--- src/hdmi_pkg.sv ---
package hdmi_pkg;

    // ################################################
    // video mode, tiny on purpose
    localparam int H_ACTIVE = 16;
    localparam int H_FP     = 2;
    localparam int H_SYNC   = 4;
    localparam int H_BP     = 2;
    localparam int H_TOTAL  = H_ACTIVE + H_FP + H_SYNC + H_BP;

    localparam int V_ACTIVE = 8;
    localparam int V_FP     = 1;
    localparam int V_SYNC   = 2;
    localparam int V_BP     = 1;
    localparam int V_TOTAL  = V_ACTIVE + V_FP + V_SYNC + V_BP;

    localparam int PIX_DIV  = 2;   // clocks per pixel

    // ################################################
    // framebuffer and register map
    localparam int FB_ADDR_W = 10;

    typedef enum logic [1:0] {
        HDMI_CONFIG = 2'd0,
        HDMI_ADDR   = 2'd1
    } reg_addr_e;

    typedef logic [FB_ADDR_W-1:0] fb_addr_t;
    typedef logic [23:0]          pixel_t;    // r, g, b from the top
    typedef logic [4:0]           hcount_t;
    typedef logic [3:0]           vcount_t;

    typedef struct packed {
        logic enable;
        logic test_pattern;
        logic hsync_pol;   // 1: active high
        logic vsync_pol;
    } hdmi_config_t;

    typedef struct packed {
        logic [15-FB_ADDR_W:0] rsvd;
        fb_addr_t              fb_base;
    } hdmi_addr_t;

    typedef struct packed {
        logic     valid;
        fb_addr_t addr;
        pixel_t   data;
    } fb_wr_t;

    typedef struct packed {
        logic     valid;
        fb_addr_t addr;
    } fb_rd_req_t;

    typedef struct packed {
        logic    pix_en;
        logic    de;
        logic    hsync;   // active high here
        logic    vsync;
        hcount_t x;
        vcount_t y;
    } timing_t;

    typedef struct packed {
        logic   de;
        logic   hsync;
        logic   vsync;
        pixel_t rgb;
    } video_t;

    typedef enum logic [1:0] {
        ACTIVE,
        FRONT,
        SYNC,
        BACK
    } tg_state_e;

endpackage

--- src/hdmi_scanout.sv ---
`timescale 1ns/1ps

module hdmi_scanout (
    input  logic                   clk_i,
    input  logic                   rstn_i,
    input  hdmi_pkg::hdmi_config_t hdmi_config_i,
    input  hdmi_pkg::hdmi_addr_t   hdmi_addr_i,
    input  hdmi_pkg::timing_t      timing_i,
    output hdmi_pkg::fb_rd_req_t   rd_req_o,
    input  hdmi_pkg::pixel_t       rd_data_i,
    output hdmi_pkg::video_t       video_o
);

    hdmi_pkg::fb_addr_t line_off;
    hdmi_pkg::timing_t  t1_q;
    logic               pat_q;
    hdmi_pkg::pixel_t   pat_rgb;
    hdmi_pkg::pixel_t   pix_rgb;

    // ################################################
    // stage 0: address request
    assign line_off = hdmi_pkg::fb_addr_t'(timing_i.y) *
                      hdmi_pkg::fb_addr_t'(hdmi_pkg::H_ACTIVE);

    always_comb begin
        rd_req_o.valid = timing_i.pix_en && timing_i.de && !hdmi_config_i.test_pattern;
        // wraps modulo the ram size
        rd_req_o.addr  = hdmi_addr_i.fb_base + line_off + hdmi_pkg::fb_addr_t'(timing_i.x);
    end

    // stage 1: timing waits for the ram
    always_ff @(posedge clk_i) begin
        if (!rstn_i) begin
            t1_q  <= '0;
            pat_q <= 1'b0;
        end else begin
            t1_q  <= timing_i;
            pat_q <= hdmi_config_i.test_pattern;
        end
    end

    // pattern from the delayed coordinates
    always_comb begin
        pat_rgb[23:16] = 8'({t1_q.x, 4'b0000});
        pat_rgb[15:8]  = 8'({t1_q.y, 5'b00000});
        pat_rgb[7:0]   = 8'(t1_q.x ^ hdmi_pkg::hcount_t'(t1_q.y));
    end

    always_comb begin
        if (!t1_q.de) begin
            pix_rgb = '0;
        end else if (pat_q) begin
            pix_rgb = pat_rgb;
        end else begin
            pix_rgb = rd_data_i;
        end
    end

    // ################################################
    // stage 2: output register with polarity
    always_ff @(posedge clk_i) begin
        if (!rstn_i || !hdmi_config_i.enable) begin
            video_o <= '0;   // all quiet while off
        end else begin
            video_o.de    <= t1_q.de;
            video_o.hsync <= t1_q.hsync ~^ hdmi_config_i.hsync_pol;
            video_o.vsync <= t1_q.vsync ~^ hdmi_config_i.vsync_pol;
            video_o.rgb   <= pix_rgb;
        end
    end

endmodule

--- config.mk ---
export PLATFORM = sky130hd
export DESIGN_NAME = hdmi_scanout
export DESIGN_NICKNAME = d
export VERILOG_FILES = /design/src/hdmi_pkg.sv /design/src/hdmi_scanout.sv
export SDC_FILE = /design/constraint.sdc
export NUM_CORES = 1
export LEC_CHECK = 0
export BUFFER_PORTS_ARGS = -buffer_cell sky130_fd_sc_hd__buf_2
export CAP_MARGIN = 20
export CORE_ASPECT_RATIO = 1.1
export CORE_MARGIN = 2
export CORE_UTILIZATION = 43
export CTS_CLUSTER_SIZE = 30
export DETAILED_ROUTE_END_ITERATION = 16
export GPL_TIMING_DRIVEN = 0
export HOLD_SLACK_MARGIN = 0.1
export PLACE_DENSITY = 0.78
export REMOVE_ABC_BUFFERS = 1
export SLEW_MARGIN = 20
export SYNTH_ARGS = -nofsm -noshare
export SYNTH_HDL_FRONTEND = slang
export SYNTH_SLANG_ARGS = --single-unit
--- constraint.sdc ---
create_clock -name clk_i -period 3 [get_ports clk_i]
set_input_delay 0.6 -clock clk_i [delete_from_list [all_inputs] [get_ports clk_i]]
set_output_delay 0.6 -clock clk_i [all_outputs]
set_load 0.02 [all_outputs]
# --- Word level (Yosys, flattened, before mapping) ---
# Cells that the tools add are included.
classes:
  add_sub_neg: 2
  n_mux: 1
  bitwise_logic: 4
  reduce_logical: 8
op_table:
  columns: ["cell", "n"]
  rows:
  - ["24-bit two-way mux", 1]
  - ["10-bit by 5-bit adder with 10-bit output", 1]
  - ["10-bit by 8-bit adder with 10-bit output", 1]
  - ["5-bit by 4-bit bitwise XOR with 5-bit output", 1]
  - ["1-bit zero test", 3]
  - ["3-bit OR reduction", 1]
  - ["1-bit logical AND", 2]
  - ["2-bit OR reduction", 1]
  - ["1-bit bitwise XNOR", 2]
  - ["1-bit logical OR", 1]
  - ["1-bit inverter", 1]
word_totals:
  ff_bits: 40
  word_cells: 26

# --- Logic depth before layout (Yosys ltp) ---
logic_depth:
  word_depth: 3
  ltp_mapped: 8
  ltp_nobuf: 8

# --- Least setup slack after synthesis ---
# OpenSTA, ideal clock, no wires.
synth_timing:
  kind: "in2out"
  startpoint: "input port hdmi_addr_i[4] in the netlist's numbering"
  endpoint: "output port rd_req_o[8] in the netlist's numbering"
  t_arrival_ns: 2.499
  required_ns: 2.400
  setup_slack_ns: -0.099
  cell_stages: 8
  n_path_buf: 0
  cell_sequence: "inv_1 > fa_1 > inv_1 > ha_1 > nand2_1 > nor3b_1 > nor2_1 > o311ai_1"
synth_lines:
  columns: ["element", "line_no", "source"]
  rows:
  - ["start, declared", "hdmi_scanout.sv:7", "input hdmi_pkg::hdmi_addr_t hdmi_addr_i,"]
  - ["end, declared", "hdmi_scanout.sv:9", "output hdmi_pkg::fb_rd_req_t rd_req_o,"]

==> metrics.yaml <==
drt:
  drtIter0Drc: 50
  firstDrtPassIters: 4
  vias: 1412
  drc: 0
  viasPerCell: 4.570
  postRouteAntennaNets: 0
  post_drt_wl_per_cell_microns: 12.67
  wl_microns: 3915
setup_path:
  r2r-end: "video_o[12]$_SDFF_PP0_"
  critPathMaxFanout: 4
  cp-endpoint: "rd_req_o[8]"
  crit_required_ps: 2400
  r2r_cells: 2
  cp-start-kind: "input pin"
  r2r-start: "pat_q$_SDFF_PN0_"
  end_kind: "output port"
  reg2reg_slack_ps: 1250
  crit_type: "input pin to output port"
  crit_start: "timing_i[8]"
  crit_arrival_ps: 2440
clocking:
  cts_tree: "built"
  ctsHoldBuffers: 0
  clockBufferDepth: 2
  clock_latency_ps: 290
  numCtsBuffers: 5
  h-tree-depth: 2
  cts_sinks: 40
  cts-root-buf: "clkbuf_8"
  clkTransAtPathRegs_ps: 70
global_routing:
  grt_use_total_pct: 17.48
  gr-total-overflow: 0
  grt_pass1_wl_microns: 5947
  grt_max_degree: 18
  grt_antenna_before_repair: 0
  grt_pass1_vias: 1356
timing:
  max_freq_mhz: 329.4
  tightestPinTransition_ps: 951.0
  final-setup-viol-count: 1
  fin_skew_ps: 6.633
  finalCriticalPeriod_ps: 3035
  hold_violations: 0
  fin_ws_ps: -35.49
  post-route-period-util_pct: 101.2
  final_max_slew_viol_count: 0
  relSlewSlack_pct: 36.46
  grt_setup_unrepaired: "yes"
finish:
  layout-drive-gt1-share_pct: 48.26
  syn_to_final_growth_pct: 45.19
  final_util_pct: 66.13
  layout_common_cells: "buf_2, dfxtp_1, and2_1, nor2_1, ha_1"
  n_fill_cell: 317
  antenna_cells: 0
  fin_cells: 309
  layout_commonest_cell: "buf_2"
  nNetsFinal: 334
min_path:
  hold_class: "flop to flop"
synthesis:
  synth_xor_area_share_pct: 6.264
  synthAdderAreaFrac_pct: 13.57
  syn_area_per_cell_sq_um: 10.36
  synth_mux_area_share_pct: 4.773
  ys_seq_elements: 40
  synth-compound-area-share_pct: 6.637
  synthSimpleGateAreaFrac_pct: 17.97
  yosys_warnings: 0
  ys_types: 28
  synth_seq_area_share_pct: 47.73
  synth_area_sq_um: 1678
  syn-instance-count: 162
  synth_top_family_by_area: "simple AND/OR/NAND/NOR gates"
die:
  dieArea_sq_um: 4418
  die_x_microns: 63.56
  die_h_microns: 69.52
  initial_utilization_pct: 45.55
  ioPinCount: 97
  std_cell_rows: 23
  coreArea_sq_um: 3684
placed_design:
  hpwl_microns: 2849
  placed_cells: 297
  portBuffers: 90
  gp_congestion: 0.8005
power:
  power.density_nw_per_um2: 533.8
  power_w: 0.001300
  peakVddDrop_v: 0.0002367
  power_leakage_nw: 1.223
run:
  drv_cap: 0
outcome:
  outcome: "complete, but fails checks"
  failed_checks: "negative setup slack"
sequential cells by signal, summed over array words and instances, names as in the netlist:
signal,cells
pat_q,1
pat_rgb,7
video_o,27
t1_q,5
power breakdown:
group | leakage, nW | total, W | internal [W] | switching, W
clock network | 0.0552 | 0.000415 | 0.000246 | 0.000168
logic | 0.840 | 0.000329 | 0.000157 | 0.000172
registers | 0.327 | 0.000557 | 0.000547 | 0.00000996
synth_stat cells:
cell type | instances | area [sq um]
dfxtp_1 | 40 | 800.8
and2_1 | 18 | 112.6
nor2_1 | 18 | 67.56
ha_1 | 15 | 187.7
xnor2_1 | 9 | 78.83
inv_1 | 8 | 30.03
mux2i_1 | 8 | 80.08
and2_2 | 7 | 52.55
a21oi_1 | 5 | 25.02
a211oi_1 | 4 | 30.03
nand2_1 | 4 | 15.01
clkbuf_1 | 3 | 11.26
xor2_1 | 3 | 26.28
buf_2 | 2 | 10.01
fa_1 | 2 | 40.04
nand3_1 | 2 | 10.01
nor3b_1 | 2 | 15.01
o21ai_0 | 2 | 10.01
a21boi_0 | 1 | 7.510
a21oi_2 | 1 | 8.760
a31oi_1 | 1 | 6.260
and3b_1 | 1 | 8.760
nand2b_1 | 1 | 6.260
nor2b_1 | 1 | 6.260
o211ai_1 | 1 | 7.510
o21a_1 | 1 | 7.510
o311ai_1 | 1 | 8.760
or4_1 | 1 | 7.510
cell families (layout without fill, tap and decap cells):
logic type | Yosys count | after routing
mux | 8 | 8
simple gates | 55 | 55
compound gates | 17 | 17
xor+xnor | 12 | 12
buf+inv | 13 | 110
fa+ha+maj | 17 | 17
flops | 40 | 40
cell type report:
class	instances	area, sq um	area share (%)
clock buffer	6	72.57	2.979
clock inverter	2	35.03	1.438
inverter	8	30.03	1.233
multi-input combinational	109	940.9	38.62
sequential	40	800.8	32.87
tap	50	62.56	2.568
timing repair buffer	94	494.2	20.29
worst min path at each step:
stage | from | to | slack (ps) | depth (start not counted)
finish | t1_q[8]$_SDFF_PN0_ | video_o[4]$_SDFF_PP0_ | 490 | 2
global route | rd_data_i[19] | video_o[19]$_SDFF_PP0_ | 500 | 2
CTS | t1_q[8]$_SDFF_PN0_ | video_o[4]$_SDFF_PP0_ | 490 | 2
detailed placement | t1_q[8]$_SDFF_PN0_ | video_o[4]$_SDFF_PP0_ | 460 | 2
global placement | t1_q[8]$_SDFF_PN0_ | video_o[4]$_SDFF_PP0_ | 460 | 2
floorplan | t1_q[8]$_SDFF_PN0_ | video_o[4]$_SDFF_PP0_ | 440 | 2
routing by layer:
metal / track usage [%] / vias to the layer above / part of all wire, %
met1: 17.01 / 617 / 38
met3: 5.032 / 11 / 7.0
met5: 0 / - / 0
met2: 32.98 / 62 / 52
met4: 8.454 / 0 / 2.9
li1: - / 722 / -
per-stage QoR:
step | setup slack, ps | hold slack (ps) | area (sq um) | TNS, ps
final | -35.49 | 485.6 | 2436 | -35.49
after global routing | -108.6 | 503.3 | 2436 | -219.6
after CTS | -56.82 | 488.8 | 2355 | -56.82
after detailed placement | -227.6 | 464.9 | 2170 | -629.8
after global placement | -232.3 | 455.7 | 2170 | -451.1
after floorplan | -99.25 | 440.0 | 1657 | -99.25
critical path, cell delays in order:
cell	delay [ps]
buf_6	80
inv_2	30
fa_1	550
inv_2	50
ha_4	230
nand3_1	80
nand2_2	60
or4_4	480
o311ai_2	80
buf_4	190
what timing repair did:
item,4_1_cts,5_1_grt
buffers inserted,3,1
cloned,0,0
resized for setup,12,15
pin swaps,10,6
endpoints found under the setup margin,5,4
No activity file was read; power rests on OpenSTA's default activity.
