$ cat config.mk
export PLATFORM = sky130hd
export DESIGN_NAME = hdmi_timing_gen
export DESIGN_NICKNAME = d
export VERILOG_FILES = /design/src/hdmi_pkg.sv /design/src/hdmi_timing_gen.sv
export SDC_FILE = /design/constraint.sdc
export NUM_CORES = 1
export LEC_CHECK = 0
export ABC_AREA = 1
export BUFFER_PORTS_ARGS = -buffer_cell sky130_fd_sc_hd__buf_2
export CAP_MARGIN = 25
export CORE_MARGIN = 2
export CORE_UTILIZATION = 53
export DETAILED_ROUTE_END_ITERATION = 7
export PLACE_DENSITY = 0.76
export SYNTH_ARGS = -nofsm -noshare
export SYNTH_HDL_FRONTEND = slang
export SYNTH_SLANG_ARGS = --single-unit
$ cat constraint.sdc
create_clock -name clk_i -period 1.6 [get_ports clk_i]
set_input_delay 0.16 -clock clk_i [delete_from_list [all_inputs] [get_ports clk_i]]
set_output_delay 0.16 -clock clk_i [all_outputs]
set_load 0.02 [all_outputs]
$ cat src/hdmi_pkg.sv
package hdmi_pkg;

    // ################################################
    // video mode, tiny on purpose
    localparam int H_ACTIVE = 16;
    localparam int H_FP     = 2;
    localparam int H_SYNC   = 4;
    localparam int H_BP     = 2;
    localparam int H_TOTAL  = H_ACTIVE + H_FP + H_SYNC + H_BP;

    localparam int V_ACTIVE = 8;
    localparam int V_FP     = 1;
    localparam int V_SYNC   = 2;
    localparam int V_BP     = 1;
    localparam int V_TOTAL  = V_ACTIVE + V_FP + V_SYNC + V_BP;

    localparam int PIX_DIV  = 2;   // clocks per pixel

    // ################################################
    // framebuffer and register map
    localparam int FB_ADDR_W = 10;

    typedef enum logic [1:0] {
        HDMI_CONFIG = 2'd0,
        HDMI_ADDR   = 2'd1
    } reg_addr_e;

    typedef logic [FB_ADDR_W-1:0] fb_addr_t;
    typedef logic [23:0]          pixel_t;    // r, g, b from the top
    typedef logic [4:0]           hcount_t;
    typedef logic [3:0]           vcount_t;

    typedef struct packed {
        logic enable;
        logic test_pattern;
        logic hsync_pol;   // 1: active high
        logic vsync_pol;
    } hdmi_config_t;

    typedef struct packed {
        logic [15-FB_ADDR_W:0] rsvd;
        fb_addr_t              fb_base;
    } hdmi_addr_t;

    typedef struct packed {
        logic     valid;
        fb_addr_t addr;
        pixel_t   data;
    } fb_wr_t;

    typedef struct packed {
        logic     valid;
        fb_addr_t addr;
    } fb_rd_req_t;

    typedef struct packed {
        logic    pix_en;
        logic    de;
        logic    hsync;   // active high here
        logic    vsync;
        hcount_t x;
        vcount_t y;
    } timing_t;

    typedef struct packed {
        logic   de;
        logic   hsync;
        logic   vsync;
        pixel_t rgb;
    } video_t;

    typedef enum logic [1:0] {
        ACTIVE,
        FRONT,
        SYNC,
        BACK
    } tg_state_e;

endpackage

$ cat src/hdmi_timing_gen.sv
`timescale 1ns/1ps

module hdmi_timing_gen (
    input  logic                   clk_i,
    input  logic                   rstn_i,
    input  hdmi_pkg::hdmi_config_t hdmi_config_i,
    output hdmi_pkg::timing_t      timing_o
);

    logic pix_cnt_q;
    logic pix_last;
    logic line_end;
    logic v_active;

    hdmi_pkg::tg_state_e h_state_q;
    hdmi_pkg::tg_state_e h_state_d;
    hdmi_pkg::hcount_t   h_cnt_q;
    hdmi_pkg::hcount_t   h_end;
    hdmi_pkg::vcount_t   v_cnt_q;

    assign pix_last = (pix_cnt_q == 1'(hdmi_pkg::PIX_DIV - 1));
    assign line_end = (h_state_q == hdmi_pkg::BACK) && (h_cnt_q == h_end);
    assign v_active = (v_cnt_q < hdmi_pkg::vcount_t'(hdmi_pkg::V_ACTIVE));

    // length of each horizontal region and where it goes next
    always_comb begin
        case (h_state_q)
            hdmi_pkg::ACTIVE: begin
                h_end     = hdmi_pkg::hcount_t'(hdmi_pkg::H_ACTIVE - 1);
                h_state_d = hdmi_pkg::FRONT;
            end
            hdmi_pkg::FRONT: begin
                h_end     = hdmi_pkg::hcount_t'(hdmi_pkg::H_FP - 1);
                h_state_d = hdmi_pkg::SYNC;
            end
            hdmi_pkg::SYNC: begin
                h_end     = hdmi_pkg::hcount_t'(hdmi_pkg::H_SYNC - 1);
                h_state_d = hdmi_pkg::BACK;
            end
            default: begin
                h_end     = hdmi_pkg::hcount_t'(hdmi_pkg::H_BP - 1);
                h_state_d = hdmi_pkg::ACTIVE;
            end
        endcase
    end

    // ################################################
    // counters, held at zero while disabled
    always_ff @(posedge clk_i) begin
        if (!rstn_i || !hdmi_config_i.enable) begin
            pix_cnt_q <= 1'b0;
            h_state_q <= hdmi_pkg::ACTIVE;
            h_cnt_q   <= '0;
            v_cnt_q   <= '0;
        end else begin
            pix_cnt_q <= pix_last ? 1'b0 : pix_cnt_q + 1'b1;
            if (pix_last) begin
                if (h_cnt_q == h_end) begin
                    h_cnt_q   <= '0;
                    h_state_q <= h_state_d;
                end else begin
                    h_cnt_q <= h_cnt_q + 1'b1;
                end
                if (line_end) begin
                    v_cnt_q <= (v_cnt_q == hdmi_pkg::vcount_t'(hdmi_pkg::V_TOTAL - 1)) ?
                               '0 : v_cnt_q + 1'b1;
                end
            end
        end
    end

    always_ff @(posedge clk_i) begin
        if (!rstn_i || !hdmi_config_i.enable) begin
            timing_o <= '0;
        end else begin
            timing_o.pix_en <= (pix_cnt_q == 1'b0);   // first clock of the slot
            timing_o.de     <= (h_state_q == hdmi_pkg::ACTIVE) && v_active;
            timing_o.hsync  <= (h_state_q == hdmi_pkg::SYNC);
            timing_o.vsync  <=
                (v_cnt_q >= hdmi_pkg::vcount_t'(hdmi_pkg::V_ACTIVE + hdmi_pkg::V_FP)) &&
                (v_cnt_q < hdmi_pkg::vcount_t'(hdmi_pkg::V_ACTIVE + hdmi_pkg::V_FP +
                                               hdmi_pkg::V_SYNC));
            timing_o.x      <= (h_state_q == hdmi_pkg::ACTIVE) ? h_cnt_q : '0;
            timing_o.y      <= v_active ? v_cnt_q : '0;
        end
    end

    a_x_in_range: assert property (@(posedge clk_i) disable iff (!rstn_i)
        timing_o.de |-> (timing_o.x < hdmi_pkg::hcount_t'(hdmi_pkg::H_ACTIVE)));

endmodule

# After elaboration in Yosys (flattened, before gate mapping)
# Index checks and enable logic that the tools add are counted.
# word_totals
memories	0
inputBits	6
ramBits	0
out_inout_bits	13
word_cells	40
mem_bits_ro	0
register_bits	25
latchBits	0
# classes
magnitude_cmp	3
reduce_logical	12
n_shift	0
n_mux	4
add_sub_neg	3
bitwise_logic	3
mul	0
eq_ne	5
div_mod_pow	0
# ops
operator	count
$lt A4 B4 Y1 const B	2
$pmux W4 S2	1
$pmux W2 S3	1
$reduce_or A2 Y1	3
$add A5 B1 Y5 const B	1
$eq A5 B5 Y1	1
$mux W5	1
$add A4 B1 Y4 const B	1
$eq A2 B2 Y1 const B	2
$eq A4 B4 Y1 const B	1
$ge A4 B4 Y1 const B	1
$mux W4	1
$reduce_and A2 Y1	2
$logic_and A1 B1 Y1	3
$not A1 Y1	3
$eq A2 B1 Y1 const B	1
$logic_not A1 Y1	2
$logic_not A2 Y1	1
$add A1 B1 Y1 const B	1
$logic_or A1 B1 Y1	1

# Logic depth before layout (Yosys ltp)
# logic_depth
word_depth	5
mapped_depth	11
ltp_nobuf	11

# Worst setup path after synthesis
# Ideal clock, no wire load.
# synth_timing
kind	reg2reg
from	reg h_state_q[0]
to	reg h_state_q[0]
synth_period_minus_slack_ps	1416
arrival_time_ps	1300
stages_incl_launch_ff	11
setup_time_ps	116
t_required_ps	1484
n_path_buf	0
slack_ps	184
cell_sequence	dfxtp_1 > inv_1 > ha_1 > inv_2 > nand2_1 > nor2_1 > nor2_2 > nor2_4 > nand2_2 > o21ai_0 > nor2_1
# synth_between
elab_chain_len	4
elab_cells_between_ends	7
classes_between	eq/ne (3); mux (2); reduce/logical (2)
# synth_lines
element	line_no	source
start: declaration	hdmi_timing_gen.sv:15	hdmi_pkg::tg_state_e h_state_q;
start signal: assignment	hdmi_timing_gen.sv:52	h_state_q <= hdmi_pkg::ACTIVE;
start signal: assignment	hdmi_timing_gen.sv:60	h_state_q <= h_state_d;
$eq A2 B2 Y1 / $logic_not A2 Y1 (equally long branches)	hdmi_timing_gen.sv:27	case (h_state_q)
$pmux W4 S2	hdmi_timing_gen.sv:27	
$eq A5 B5 Y1	hdmi_timing_gen.sv:58	if (h_cnt_q == h_end) begin
$reduce_and A2 Y1 (no line)	--	
# Parallel ways exist; a longest one is shown, timed or not.
# A chain may end at the register's enable or synchronous reset.

# Worst setup path in the final report
# layout_timing
from	reg h_state_q[0]
to	reg h_state_q[1]
# Same word-level chain as after synthesis.

==> results.json <==
{
  "synthMuxAreaShare_pct": 0,
  "syn_inst": 133,
  "grt_pass1_wl_um": 3020,
  "maxCapViolCount": 0,
  "timing.rr.start": "h_state_q[0]",
  "crit_fanout": 5,
  "synth_top_family_by_area": "simple AND/OR/NAND/NOR gates",
  "yosys.area_share.simple_pct": 29.0,
  "cpPeakStageDelay_ns": 0.34,
  "cts_root_buf": "clkbuf_4",
  "wl_met3_um": 71,
  "grt_usage_pct": 16.0,
  "first_pass_iters": 4,
  "fin_crit_ns": 1.51,
  "setup_viol": 0,
  "worstHoldEndpoint": "timing_o[12]",
  "worstSkewPairLatency_ns": 0.32,
  "port_buffers": 15,
  "rr_worst_depth": 9,
  "yosys.cell_types.count": 23,
  "io_pins": 19,
  "wl_um": 1840,
  "rsz0062_at_grt": "yes",
  "cp-start-kind": "register",
  "ir_drop_uv": 722,
  "synth_fp_nets": 146,
  "fin_nets": 166,
  "path_cells": "inv_1, ha_2, nand2_1, nand2_1, nand3_1, nor2_4, nand2_2, o21ai_0, nor2_1",
  "cp.required_ns": 1.82,
  "cts_buffer_depth": 2,
  "final_cell_mix": "nor2_1, dfxtp_1, nand2_1",
  "hold_start": "hdmi_config_i[3]",
  "wl_met2_um": 882,
  "ant_nets": 0,
  "powerDensity_nw_per_um2": 795,
  "num_rows": 16,
  "dpl_cell_area_um2": 1150,
  "leakage_nw": 0.542,
  "finalClockSkew_ns": 0.0120,
  "vias_per_cell": 4.91,
  "fp.dieW_um": 48.5,
  "hold_path_depth": 3,
  "synth-compound-area-share_pct": 5.36,
  "grt-ovfl-total": 0,
  "route.detailed.drc": 0,
  "avgSynthCellArea_um2": 7.89,
  "start_util_pct": 54.6,
  "fill_cells": 190,
  "ys_seq_elements": 25,
  "die_h_um": 48.5,
  "syn_to_final_growth_pct": 13.6,
  "synthAdderAreaFrac_pct": 8.34,
  "gp_congestion": 0.889,
  "cp_common_cell": "nand2_1",
  "path_clk_slew_ns": 0.14,
  "drive_gt1_share_pct": 21.7,
  "cts_num_sinks": 25,
  "critPathSlowestCell": "dfxtp_2",
  "grt_max_degree": 15,
  "r2r_setup_slack_ns": 0.09,
  "yosysSeqAreaShare_pct": 47.7,
  "rr_endpoint": "h_state_q[1]",
  "top_layer": "met4",
  "final_util_pct": 62.0,
  "hpwl_um": 1340,
  "fin_crit_sh_pct": 94.4,
  "netlist_area_um2": 1050,
  "worst_ep_arrival_time_ns": 1.73,
  "hold_violations": 0,
  "min_path_type": "input port to register",
  "hold_buffers": 0,
  "grt_pass1_vias": 781,
  "wl_met1_um": 848,
  "yosys_warnings": 0,
  "worst_setup_path_end_kind": "register",
  "synthXorXnorAreaFrac_pct": 0,
  "core_region_area_um2": 1920,
  "numCtsBuffers": 3,
  "layout_commonest_cell": "nor2_1",
  "fmax_mhz": 662,
  "first_iter_violations": 21,
  "status": "completed",
  "vias": 879,
  "tritoncts": "done",
  "slew_violations": 0,
  "antenna_found_initial": 0,
  "crit_type": "register to register",
  "dieArea_um2": 2350,
  "routedWlPerCell_um": 10.3,
  "fin_area_um2": 1190,
  "htree_levels": 1,
  "diodes": 0
}
routing by layer:
metal	GRT usage, %	vias to the layer above
li1	-	455
met1	19.4	395
met2	27.5	22
met3	2.78	7
met4	7.62	0
met5	0	-
worst max-delay path, delay by kind of cell (launching register included):
family	cells	cell delay [ns]
AOI/OAI and AO/OA	1	0.17
adders and majority gates	1	0.24
DFF	1	0.34
and+or+nand+nor	6	0.58
buffers and inverters	1	0.08
synth_stat cells:
cell	n	area, um2
nand2_2	1	6.26
or2_2	1	6.26
inv_1	19	71.3
conb_1	1	3.75
inv_2	1	3.75
a21oi_1	1	5.00
nor2_2	1	6.26
nand4_1	3	18.8
nand2_1	20	75.1
clkinv_1	1	3.75
a31oi_1	2	12.5
o21ai_0	6	30.0
nand3_1	6	30.0
dfxtp_1	25	500
nand3_4	1	17.5
nor3_1	5	25.0
buf_4	1	7.51
a2111oi_0	1	8.76
nor2_1	27	101
buf_6	1	11.3
ha_1	7	87.6
nor4_1	1	6.26
nor2_4	1	11.3
power breakdown:
group | leakage, nW | switching (W) | internal (W)
logic | 0.320 | 0.0000278 | 0.0000114
clock network | 0.0177 | 0.000183 | 0.0000936
registers | 0.204 | 0.00000275 | 0.000629
flip-flops by register name (all words and copies together) (netlist names):
signal and flops:
v_cnt_q 4, h_state_q 2, pix_cnt_q 1, timing_o 13
h_cnt_q 5
worst max-delay path by stage:
stage,start,cells after the start,to,slack (ns)
6_report,h_state_q[0],9,h_state_q[1],0.09
3_5_place_dp,h_state_q[0],10,h_state_q[1],0.02
3_3_place_gp,h_state_q[0],10,h_state_q[0],0.06
4_1_cts,h_state_q[0],10,h_state_q[1],0.001
2_1_floorplan,h_state_q[0],10,h_state_q[0],0.18
5_1_grt,h_state_q[0],10,h_state_q[1],-0.02
through the flow:
| stage | setup WS [ns] | TNS (ns) | power, W | hold slack (ns) | std cells |
|---|---|---|---|---|---|
| 6_report | 0.0889 | 0 | 0.000948 | 0.224 | 179 |
| 5_1_grt | -0.0155 | -0.0303 | 0.000984 | 0.247 | 179 |
| 4_1_cts | 0.00104 | 0 | 0.000960 | 0.229 | 178 |
| 3_5_place_dp | 0.0239 | 0 | 0.000685 | 0.447 | 174 |
| 3_3_place_gp | 0.0619 | 0 | 0.000684 | 0.450 | 174 |
| 2_1_floorplan | 0.184 | 0 | 0.000675 | 0.386 | 133 |
area by class of cell:
type | instances | area, um2 | area share, %
flip-flops and latches | 25 | 503 | 42.2
multi-input cells | 85 | 459 | 38.5
repair buffers | 17 | 90.1 | 7.56
inverters | 21 | 78.8 | 6.61
well taps | 27 | 33.8 | 2.83
clock buffers | 3 | 22.5 | 1.89
clock inverters | 1 | 5.00 | 0.420
cell families after synthesis:
logic type	count (synthesis)
and+or+nand+nor	67
other	1
DFF	25
buffers and inverters	23
adders and majority gates	7
AOI/OAI and AO/OA	10
timing repair:
action	in CTS	in global routing
resized for setup	0	8
endpoints found under the hold margin	0	0
setup buffers	0	1
endpoints found under the setup margin	0	8
(Power assumes the default switching activity.)
