`src/hdmi_pkg.sv`:
```
package hdmi_pkg;

    // ################################################
    // video mode, tiny on purpose
    localparam int H_ACTIVE = 16;
    localparam int H_FP     = 2;
    localparam int H_SYNC   = 4;
    localparam int H_BP     = 2;
    localparam int H_TOTAL  = H_ACTIVE + H_FP + H_SYNC + H_BP;

    localparam int V_ACTIVE = 8;
    localparam int V_FP     = 1;
    localparam int V_SYNC   = 2;
    localparam int V_BP     = 1;
    localparam int V_TOTAL  = V_ACTIVE + V_FP + V_SYNC + V_BP;

    localparam int PIX_DIV  = 2;   // clocks per pixel

    // ################################################
    // framebuffer and register map
    localparam int FB_ADDR_W = 10;

    typedef enum logic [1:0] {
        HDMI_CONFIG = 2'd0,
        HDMI_ADDR   = 2'd1
    } reg_addr_e;

    typedef logic [FB_ADDR_W-1:0] fb_addr_t;
    typedef logic [23:0]          pixel_t;    // r, g, b from the top
    typedef logic [4:0]           hcount_t;
    typedef logic [3:0]           vcount_t;

    typedef struct packed {
        logic enable;
        logic test_pattern;
        logic hsync_pol;   // 1: active high
        logic vsync_pol;
    } hdmi_config_t;

    typedef struct packed {
        logic [15-FB_ADDR_W:0] rsvd;
        fb_addr_t              fb_base;
    } hdmi_addr_t;

    typedef struct packed {
        logic     valid;
        fb_addr_t addr;
        pixel_t   data;
    } fb_wr_t;

    typedef struct packed {
        logic     valid;
        fb_addr_t addr;
    } fb_rd_req_t;

    typedef struct packed {
        logic    pix_en;
        logic    de;
        logic    hsync;   // active high here
        logic    vsync;
        hcount_t x;
        vcount_t y;
    } timing_t;

    typedef struct packed {
        logic   de;
        logic   hsync;
        logic   vsync;
        pixel_t rgb;
    } video_t;

    typedef enum logic [1:0] {
        ACTIVE,
        FRONT,
        SYNC,
        BACK
    } tg_state_e;

endpackage

```
`src/wishbone_if.sv`:
```
`timescale 1ns/1ps

// pipelined wishbone, word addressed
interface wishbone_if;

    logic        cyc;
    logic        stb;
    logic        we;
    logic [31:0] addr;
    logic [3:0]  sel;
    logic [31:0] wdata;
    logic [31:0] rdata;
    logic        ack;
    logic        stall;
    logic        err;
    logic        rty;

    modport MASTER (
        output cyc, stb, we, addr, sel, wdata,
        input  rdata, ack, stall, err, rty
    );

    modport SLAVE (
        input  cyc, stb, we, addr, sel, wdata,
        output rdata, ack, stall, err, rty
    );

endinterface

```
`src/reg_bw.sv`:
```
`timescale 1ns/1ps

module reg_bw #(
    parameter int                 WIDTH       = 32,
    parameter logic [WIDTH-1:0]   RESET_VALUE = '0
) (
    input  logic                       clk_i,
    input  logic                       rstn_i,
    input  logic                       we_i,
    input  logic [(WIDTH+7)/8-1:0]     wsel_i,
    input  logic [WIDTH-1:0]           wdata_i,
    output logic [WIDTH-1:0]           rdata_o
);

    // per bit lane select, so a short top byte needs no extra masking
    always_ff @(posedge clk_i) begin
        if (!rstn_i) begin
            rdata_o <= RESET_VALUE;
        end else if (we_i) begin
            for (int i = 0; i < WIDTH; i++) begin
                if (wsel_i[i/8]) begin
                    rdata_o[i] <= wdata_i[i];
                end
            end
        end
    end

endmodule

```
`src/hdmi_core_ctrl.sv`:
```
`timescale 1ns/1ps

module hdmi_core_ctrl (
    input  logic                  clk_i,
    input  logic                  rstn_i,

    wishbone_if.SLAVE             config_if,

    output hdmi_pkg::hdmi_config_t hdmi_config_o,
    output hdmi_pkg::hdmi_addr_t   hdmi_addr_o
);

    logic is_addressed;

    logic [31:0] wb_data_d;
    logic [31:0] wb_data_q;
    logic        ack_q;

    hdmi_pkg::hdmi_config_t hdmi_config_q;
    hdmi_pkg::hdmi_addr_t   hdmi_addr_q;

    logic hdmi_config_we;
    logic hdmi_addr_we;

    assign is_addressed = config_if.cyc & config_if.stb;

    // ################################################
    // address decode
    always_comb begin
        case (config_if.addr)
            hdmi_pkg::HDMI_CONFIG: wb_data_d = 32'(hdmi_config_q);
            hdmi_pkg::HDMI_ADDR:   wb_data_d = 32'(hdmi_addr_q);
            default:               wb_data_d = '0;   // unmapped reads as zero
        endcase
    end

    always_comb begin
        hdmi_config_we = 1'b0;
        hdmi_addr_we   = 1'b0;
        if (is_addressed && config_if.we) begin
            case (config_if.addr)
                hdmi_pkg::HDMI_CONFIG: hdmi_config_we = 1'b1;
                hdmi_pkg::HDMI_ADDR:   hdmi_addr_we   = 1'b1;
                default: ;
            endcase
        end
    end

    always_ff @(posedge clk_i) begin
        if (!rstn_i) begin
            wb_data_q <= '0;
            ack_q     <= 1'b0;
        end else begin
            wb_data_q <= wb_data_d;
            ack_q     <= is_addressed;   // never stalls
        end
    end

    // ################################################
    // registers
    reg_bw #(
        .WIDTH       ($bits(hdmi_pkg::hdmi_config_t)),
        .RESET_VALUE ('0)
    ) hdmi_config_reg (
        .clk_i   (clk_i),
        .rstn_i  (rstn_i),
        .we_i    (hdmi_config_we),
        .wsel_i  (config_if.sel[($bits(hdmi_pkg::hdmi_config_t)+7)/8-1:0]),
        .wdata_i (config_if.wdata[$bits(hdmi_pkg::hdmi_config_t)-1:0]),
        .rdata_o (hdmi_config_q)
    );

    reg_bw #(
        .WIDTH       ($bits(hdmi_pkg::hdmi_addr_t)),
        .RESET_VALUE ('0)
    ) hdmi_addr_reg (
        .clk_i   (clk_i),
        .rstn_i  (rstn_i),
        .we_i    (hdmi_addr_we),
        .wsel_i  (config_if.sel[($bits(hdmi_pkg::hdmi_addr_t)+7)/8-1:0]),
        .wdata_i (config_if.wdata[$bits(hdmi_pkg::hdmi_addr_t)-1:0]),
        .rdata_o (hdmi_addr_q)
    );

    assign config_if.rdata = wb_data_q;
    assign config_if.ack   = ack_q;
    assign config_if.stall = 1'b0;
    assign config_if.err   = 1'b0;
    assign config_if.rty   = 1'b0;

    assign hdmi_config_o = hdmi_config_q;
    assign hdmi_addr_o   = hdmi_addr_q;

    // a write leaves the byte lanes it does not select alone
    a_lane_hold: assert property (@(posedge clk_i) disable iff (!rstn_i)
        (hdmi_addr_we && !config_if.sel[1]) |=> $stable(hdmi_addr_q[15:8]));

endmodule

```
`src/flat_wrapper.sv`:
```
// flat-port wrapper written by rule: the top's interface ports become plain ports
module hdmi_core_ctrl_flat 
  (clk_i, rstn_i, hdmi_config_o, hdmi_addr_o, config_if_cyc, config_if_stb, config_if_we, config_if_addr, config_if_sel, config_if_wdata, config_if_rdata, config_if_ack, config_if_stall, config_if_err, config_if_rty);
  wishbone_if config_if_i ();
  input  logic clk_i;
  input  logic rstn_i;
  output hdmi_pkg::hdmi_config_t hdmi_config_o;
  output hdmi_pkg::hdmi_addr_t hdmi_addr_o;
  input wire logic [$bits(config_if_i.cyc)-1:0] config_if_cyc;
  input wire logic [$bits(config_if_i.stb)-1:0] config_if_stb;
  input wire logic [$bits(config_if_i.we)-1:0] config_if_we;
  input wire logic [$bits(config_if_i.addr)-1:0] config_if_addr;
  input wire logic [$bits(config_if_i.sel)-1:0] config_if_sel;
  input wire logic [$bits(config_if_i.wdata)-1:0] config_if_wdata;
  output wire logic [$bits(config_if_i.rdata)-1:0] config_if_rdata;
  output wire logic [$bits(config_if_i.ack)-1:0] config_if_ack;
  output wire logic [$bits(config_if_i.stall)-1:0] config_if_stall;
  output wire logic [$bits(config_if_i.err)-1:0] config_if_err;
  output wire logic [$bits(config_if_i.rty)-1:0] config_if_rty;
  assign config_if_i.cyc = config_if_cyc;
  assign config_if_i.stb = config_if_stb;
  assign config_if_i.we = config_if_we;
  assign config_if_i.addr = config_if_addr;
  assign config_if_i.sel = config_if_sel;
  assign config_if_i.wdata = config_if_wdata;
  assign config_if_rdata = config_if_i.rdata;
  assign config_if_ack = config_if_i.ack;
  assign config_if_stall = config_if_i.stall;
  assign config_if_err = config_if_i.err;
  assign config_if_rty = config_if_i.rty;
  hdmi_core_ctrl u_core (.clk_i(clk_i), .rstn_i(rstn_i), .config_if(config_if_i), .hdmi_config_o(hdmi_config_o), .hdmi_addr_o(hdmi_addr_o));
endmodule
```
`config.mk`:
```
export PLATFORM = sky130hd
export DESIGN_NAME = hdmi_core_ctrl_flat
export DESIGN_NICKNAME = d
export VERILOG_FILES = /design/src/hdmi_pkg.sv /design/src/wishbone_if.sv /design/src/reg_bw.sv /design/src/hdmi_core_ctrl.sv /design/src/flat_wrapper.sv
export SDC_FILE = /design/constraint.sdc
export NUM_CORES = 1
export LEC_CHECK = 0
export BUFFER_PORTS_ARGS = -buffer_cell sky130_fd_sc_hd__buf_2
export CAP_MARGIN = 25
export CORE_MARGIN = 2
export CORE_UTILIZATION = 41
export CTS_CLUSTER_DIAMETER = 30
export DETAILED_ROUTE_END_ITERATION = 8
export PLACE_DENSITY = 0.8
export SYNTH_ARGS = -nofsm -noshare
export SYNTH_HDL_FRONTEND = slang
export SYNTH_HIERARCHICAL = 1
export SYNTH_SLANG_ARGS = --single-unit
export TNS_END_PERCENT = 1
```
`constraint.sdc`:
```
create_clock -name clk_i -period 2 [get_ports clk_i]
set_input_delay 0.4 -clock clk_i [delete_from_list [all_inputs] [get_ports clk_i]]
set_output_delay 0.4 -clock clk_i [all_outputs]
set_load 0.01 [all_outputs]
```
# [Word level (Yosys, flattened, before mapping)]
# Cells that the tools add are included.
[word_totals] wordCells=17 latch_bits=0 n_memories=0 romBits=0 in_bits=73 out_inout_bits=56 ram_bits=0 ff_bits=53
[op_classes] n_reduce_logical=5 n_bitwise=1 n_eq_ne=1 n_mul=0 muxes=5 order_cmp=0 shift=0 div_mod_pow=0 addsub=0
[ops] op="equality test 32 x 1 -> 1 bit (second input constant)" count=1
[ops] op="logical NOT 32 bit" count=1
[ops] op="one-hot mux 16 bit (2 select lines)" count=1
[ops] op="AND reduction 2 bit" count=3
[ops] op="2-to-1 mux 1 bit" count=4
[ops] op="bitwise AND 1 bit" count=1
[ops] op="logical AND 1 bit" count=1

# [Longest topological paths before layout]
[logic_depth] ltp_word=4 mapped_depth=8 ltp_nobuf=5

# [Cells and area by module]
# The synthesis kept the hierarchy.
[modules_own_cells] module="hdmi_core_ctrl" instances=1 cells_per_inst=89 area_per_inst_um2=959.7 seq_area_each_um2=340.3
[modules_own_cells] module="reg_bw at u_core.hdmi_addr_reg" instances=1 cells_per_inst=75 area_per_inst_um2=710.7 seq_area_each_um2=320.3
[modules_own_cells] module="reg_bw at u_core.hdmi_config_reg" instances=1 cells_per_inst=18 area_per_inst_um2=168.9 seq_area_each_um2=80.1

# [Worst setup path before layout]
# OpenSTA, ideal clock, no wires.
[synth_path] path_type="input port to flip-flop" from="input port config_if_addr[20]" to="register u_core.hdmi_addr_reg.rdata_o[3]" required_ps=1885 setup_time_ps=115 n_path_buf=3 stages=8 path_slack_ps=151 arrival_time_ps=1733 path_cell_list="nor4_2 nand4_2 buf_6 nor3_2 buf_6 and2_4 buf_6 o21ai_2"
[synth_via] elab_chain_cells=4
[synth_rtl] item="from (decl)" line="flat_wrapper.sv:12" source="input wire logic [$bits(config_if_i.addr)-1:0] config_if_addr;"
[synth_rtl] item="equality test 32 x 1 -> 1 bit" line="hdmi_core_ctrl.sv:41" source="case (config_if.addr)"
[synth_rtl] item="2-to-1 mux 1 bit" line="hdmi_core_ctrl.sv:41"
[synth_rtl] item="2-to-1 mux 1 bit" line="hdmi_core_ctrl.sv:40" source="if (is_addressed && config_if.we) begin"
[synth_rtl] item="named net u_core.hdmi_addr_we" line="hdmi_core_ctrl.sv:23" source="logic hdmi_addr_we;"
[synth_rtl] item="AND reduction 2 bit (no source line)"
[synth_rtl] item="to (signal, indexed assignment)" line="reg_bw.sv:22" source="rdata_o[i] <= wdata_i[i];"
[synth_rtl] item="to (decl)" line="reg_bw.sv:12" source="output logic [WIDTH-1:0] rdata_o"
# The timed path passes the listed nets, and every way through them passes these cells.
# A chain may end at the register's enable or synchronous reset.

# [Worst setup path in the final report]
[layout_path] from="input port config_if_addr[20]" to="register u_core.hdmi_addr_reg.rdata_o[5]"
# The elaborated chain is that of the path after synthesis.

==> metrics.txt <==
die height=71.0 um; max cap viols=0; Setup Viol. Count Final=0; Starting Density=0.425; Post-route DRC=0; GRT overflow=0; #FFs+latches synth=37; Seq/Total Area, Yosys=0.403; CTS Hold Buffers Added=0; diodes inserted=0; H-Tree Depth=2; RSZ-0062 raised after global routing=no; Antenna Nets Post-Route=0; Final Cycle Share=0.786; CP Launch Point=config_if_addr[20]; Clock Pin Slew Worst Setup and Hold Paths=~0.070 ns; top post-synthesis cells by area=dfxtp_1 (40%), o21ai_2 (9.5%), buf_4 (8.2%), nand4_1 (7.1%), nor3_2 (5.4%); final core occ=0.537; vias in the first global route=1,513; Iter 0 DRT Violations=76; CP Data Required Time=roughly 2.2 ns; I/O Pins=129; Cell Rows=24; wire per inst=~13 um; Mapped Area=roughly 0.0018 mm^2; area of the multi-input gates=911 um^2; Max Fclk=0.636 GHz; GR Layer Usage met1=0.199; proportion of layout cells with a drive suffix above 1=0.531; post-synthesis xor/xnor area fraction=0; Unique masters post-synth=22; PwrDens=582 mW/mm^2; Setup crit end kind=register; detailed-route via count=~1.6k; Async SR Flop Fraction=0; Avg Inst Size Synth=10.1 um^2; status=finished, final reports clean; main combinational cell family by area after synthesis=simple AND/OR/NAND/NOR gates; CTS tree=done; LEAKAGE=1.03 nW; Setup Crit Path Kind=in -> reg; Compound-Gate Fraction of Synth Area=0.0952; total negative slack=0 ns; final hold vios=0; setup bufs post-CTS=0; top cell type's share of synthesized area=0.403; placed inst area=0.00224 mm^2; worst min path class=in -> reg; simple-gate share of the synthesized area=0.339; Post-Synthesis Cells=about 180; fin area=0.00232 mm^2; global routing's busiest layer=met2; largest net degree at the start of global routing=between 50 and 60; routing usage on met3=0.0470; port bufs=91; Top FF cell, synth=dfxtp_1; Core ar.=approximately 0.0043 mm^2; full die area=0.00504 mm^2; Min Clock Period, post-route=1.57 ns; Synth Area in Adders=0; clock buffer depth=2; min-delay src=config_if_wdata[13]; clock tree sinks=37; initial antenna violation count=0; Post-synth top cells=dfxtp_1 (37), nand4_1 (21), buf_4 (20), nand2_1 (20), o21ai_2 (20); synthesis warning total=6; Post-CTS Resized=0; TritonRoute pass-1 iters=4; Arrival @ worst endpoint=1.74 ns; cts bufs inserted=5; Yosys top cell by area=dfxtp_1; Die Width=71.0 um; worst vdd ir=0.287 mV; critical-path maximum fanout=18; Layout area overhead=26.3%; r2r startpoint=u_core/hdmi_addr_reg/rdata_o[0]; filler cell count=423; drt via density=4.88; Global Route Usage Sum=0.169; first-pass GRT wire length=6800 um; Final Skew=0.00450 ns; post-synthesis mux area share=0.0218; gp weighted congestion=slightly below 0.8; Root Buffer=clkbuf_8; Routed Wire Length=~4300 um; M2 GR Usage=0.294; number of flops mapped to enable cells by yosys=0; post-DP HPWL=about 3300 um; Clk Latency, worst-skew pair=0.28 ns; storage element area=741 um^2; most common cell in the netlist=dfxtp_1; Slew Limit Fails=0; layout net count=343; CP Launch Type=primary input; total power=1.35 mW; R2R Setup Slk=1.14 ns
## registers in the layout (all words and copies together) (netlist names)
register	count
u_core/config_if.rdata	16
u_core/hdmi_addr_reg/rdata_o	16
u_core/hdmi_config_reg/rdata_o	4
u_core/config_if.ack	1
## critical path: stages
cell and delay [ns]:
buf_2 0.10, nor4_2 0.31, nand4_2 0.16, nor3_2 0.25, buf_12 0.18, and2_4 0.24, o21ai_2 0.09
## where the power goes
| part | internal, mW | total, mW | switching (mW) |
|---|---|---|---|
| clock network | 0.247 | 0.483 | 0.236 |
| registers | 0.737 | 0.738 | 0.000147 |
| logic | 0.0535 | 0.130 | 0.0769 |
| total | 1.04 | 1.35 | 0.313 |
## final cells by class
| class | count | share of cell area |
|---|---|---|
| clock buffers | 8 | 0.0345 |
| repair buffers | 97 | 0.226 |
| multi-input cells | 129 | 0.392 |
| flip-flops and latches | 37 | 0.319 |
| well taps | 52 | 0.0280 |
## per-layer routing
| layer | share of wire | vias to the layer above |
|---|---|---|
| met2 | 0.51 | 63 |
| met3 | 0.076 | 7 |
| met4 | 0.015 | 0 |
| met1 | 0.40 | 710 |
| met5 | 0 | - |
| li1 | - | 796 |
## path summary, 6_finish.rpt
path                                             to  cells after the start
setup reg to reg          u_core/config_if.rdata[0]                      2
hold / removal     u_core/hdmi_addr_reg/rdata_o[13]                      3
setup / recovery    u_core/hdmi_addr_reg/rdata_o[5]                      7
hold reg to reg   u_core/hdmi_config_reg/rdata_o[2]                      2
## kinds of logic (layout without fill, tap and decap cells)
family / Yosys count / in the layout
flops: 37 / 37
other cells: 1 / 19
simple gates: 86 / 86
buf+inv: 34 / 105
mux: 4 / 4
compound gates: 20 / 20
## per-stage QoR
stage          instances  worst slack (ns)  hold slack (ns)
3_3_place_gp         315             0.153            0.460
6_report             323             0.427            0.365
3_5_place_dp         315             0.105            0.462
2_1_floorplan        200             0.151            0.495
4_1_cts              323             0.404            0.357
5_1_grt              323             0.346            0.379
## placed cells by master, fill, tap and decap left out, types with 5 or more instances in the layout
cell type  instances
nand2_1           20
conb_1            19
nor3_1             5
o21ai_2           20
nand4_1           21
dfxtp_1           37
nor3_2            10
buf_2             91
clkbuf_8           5
nand3_1           12
(Power assumes the default switching activity.)
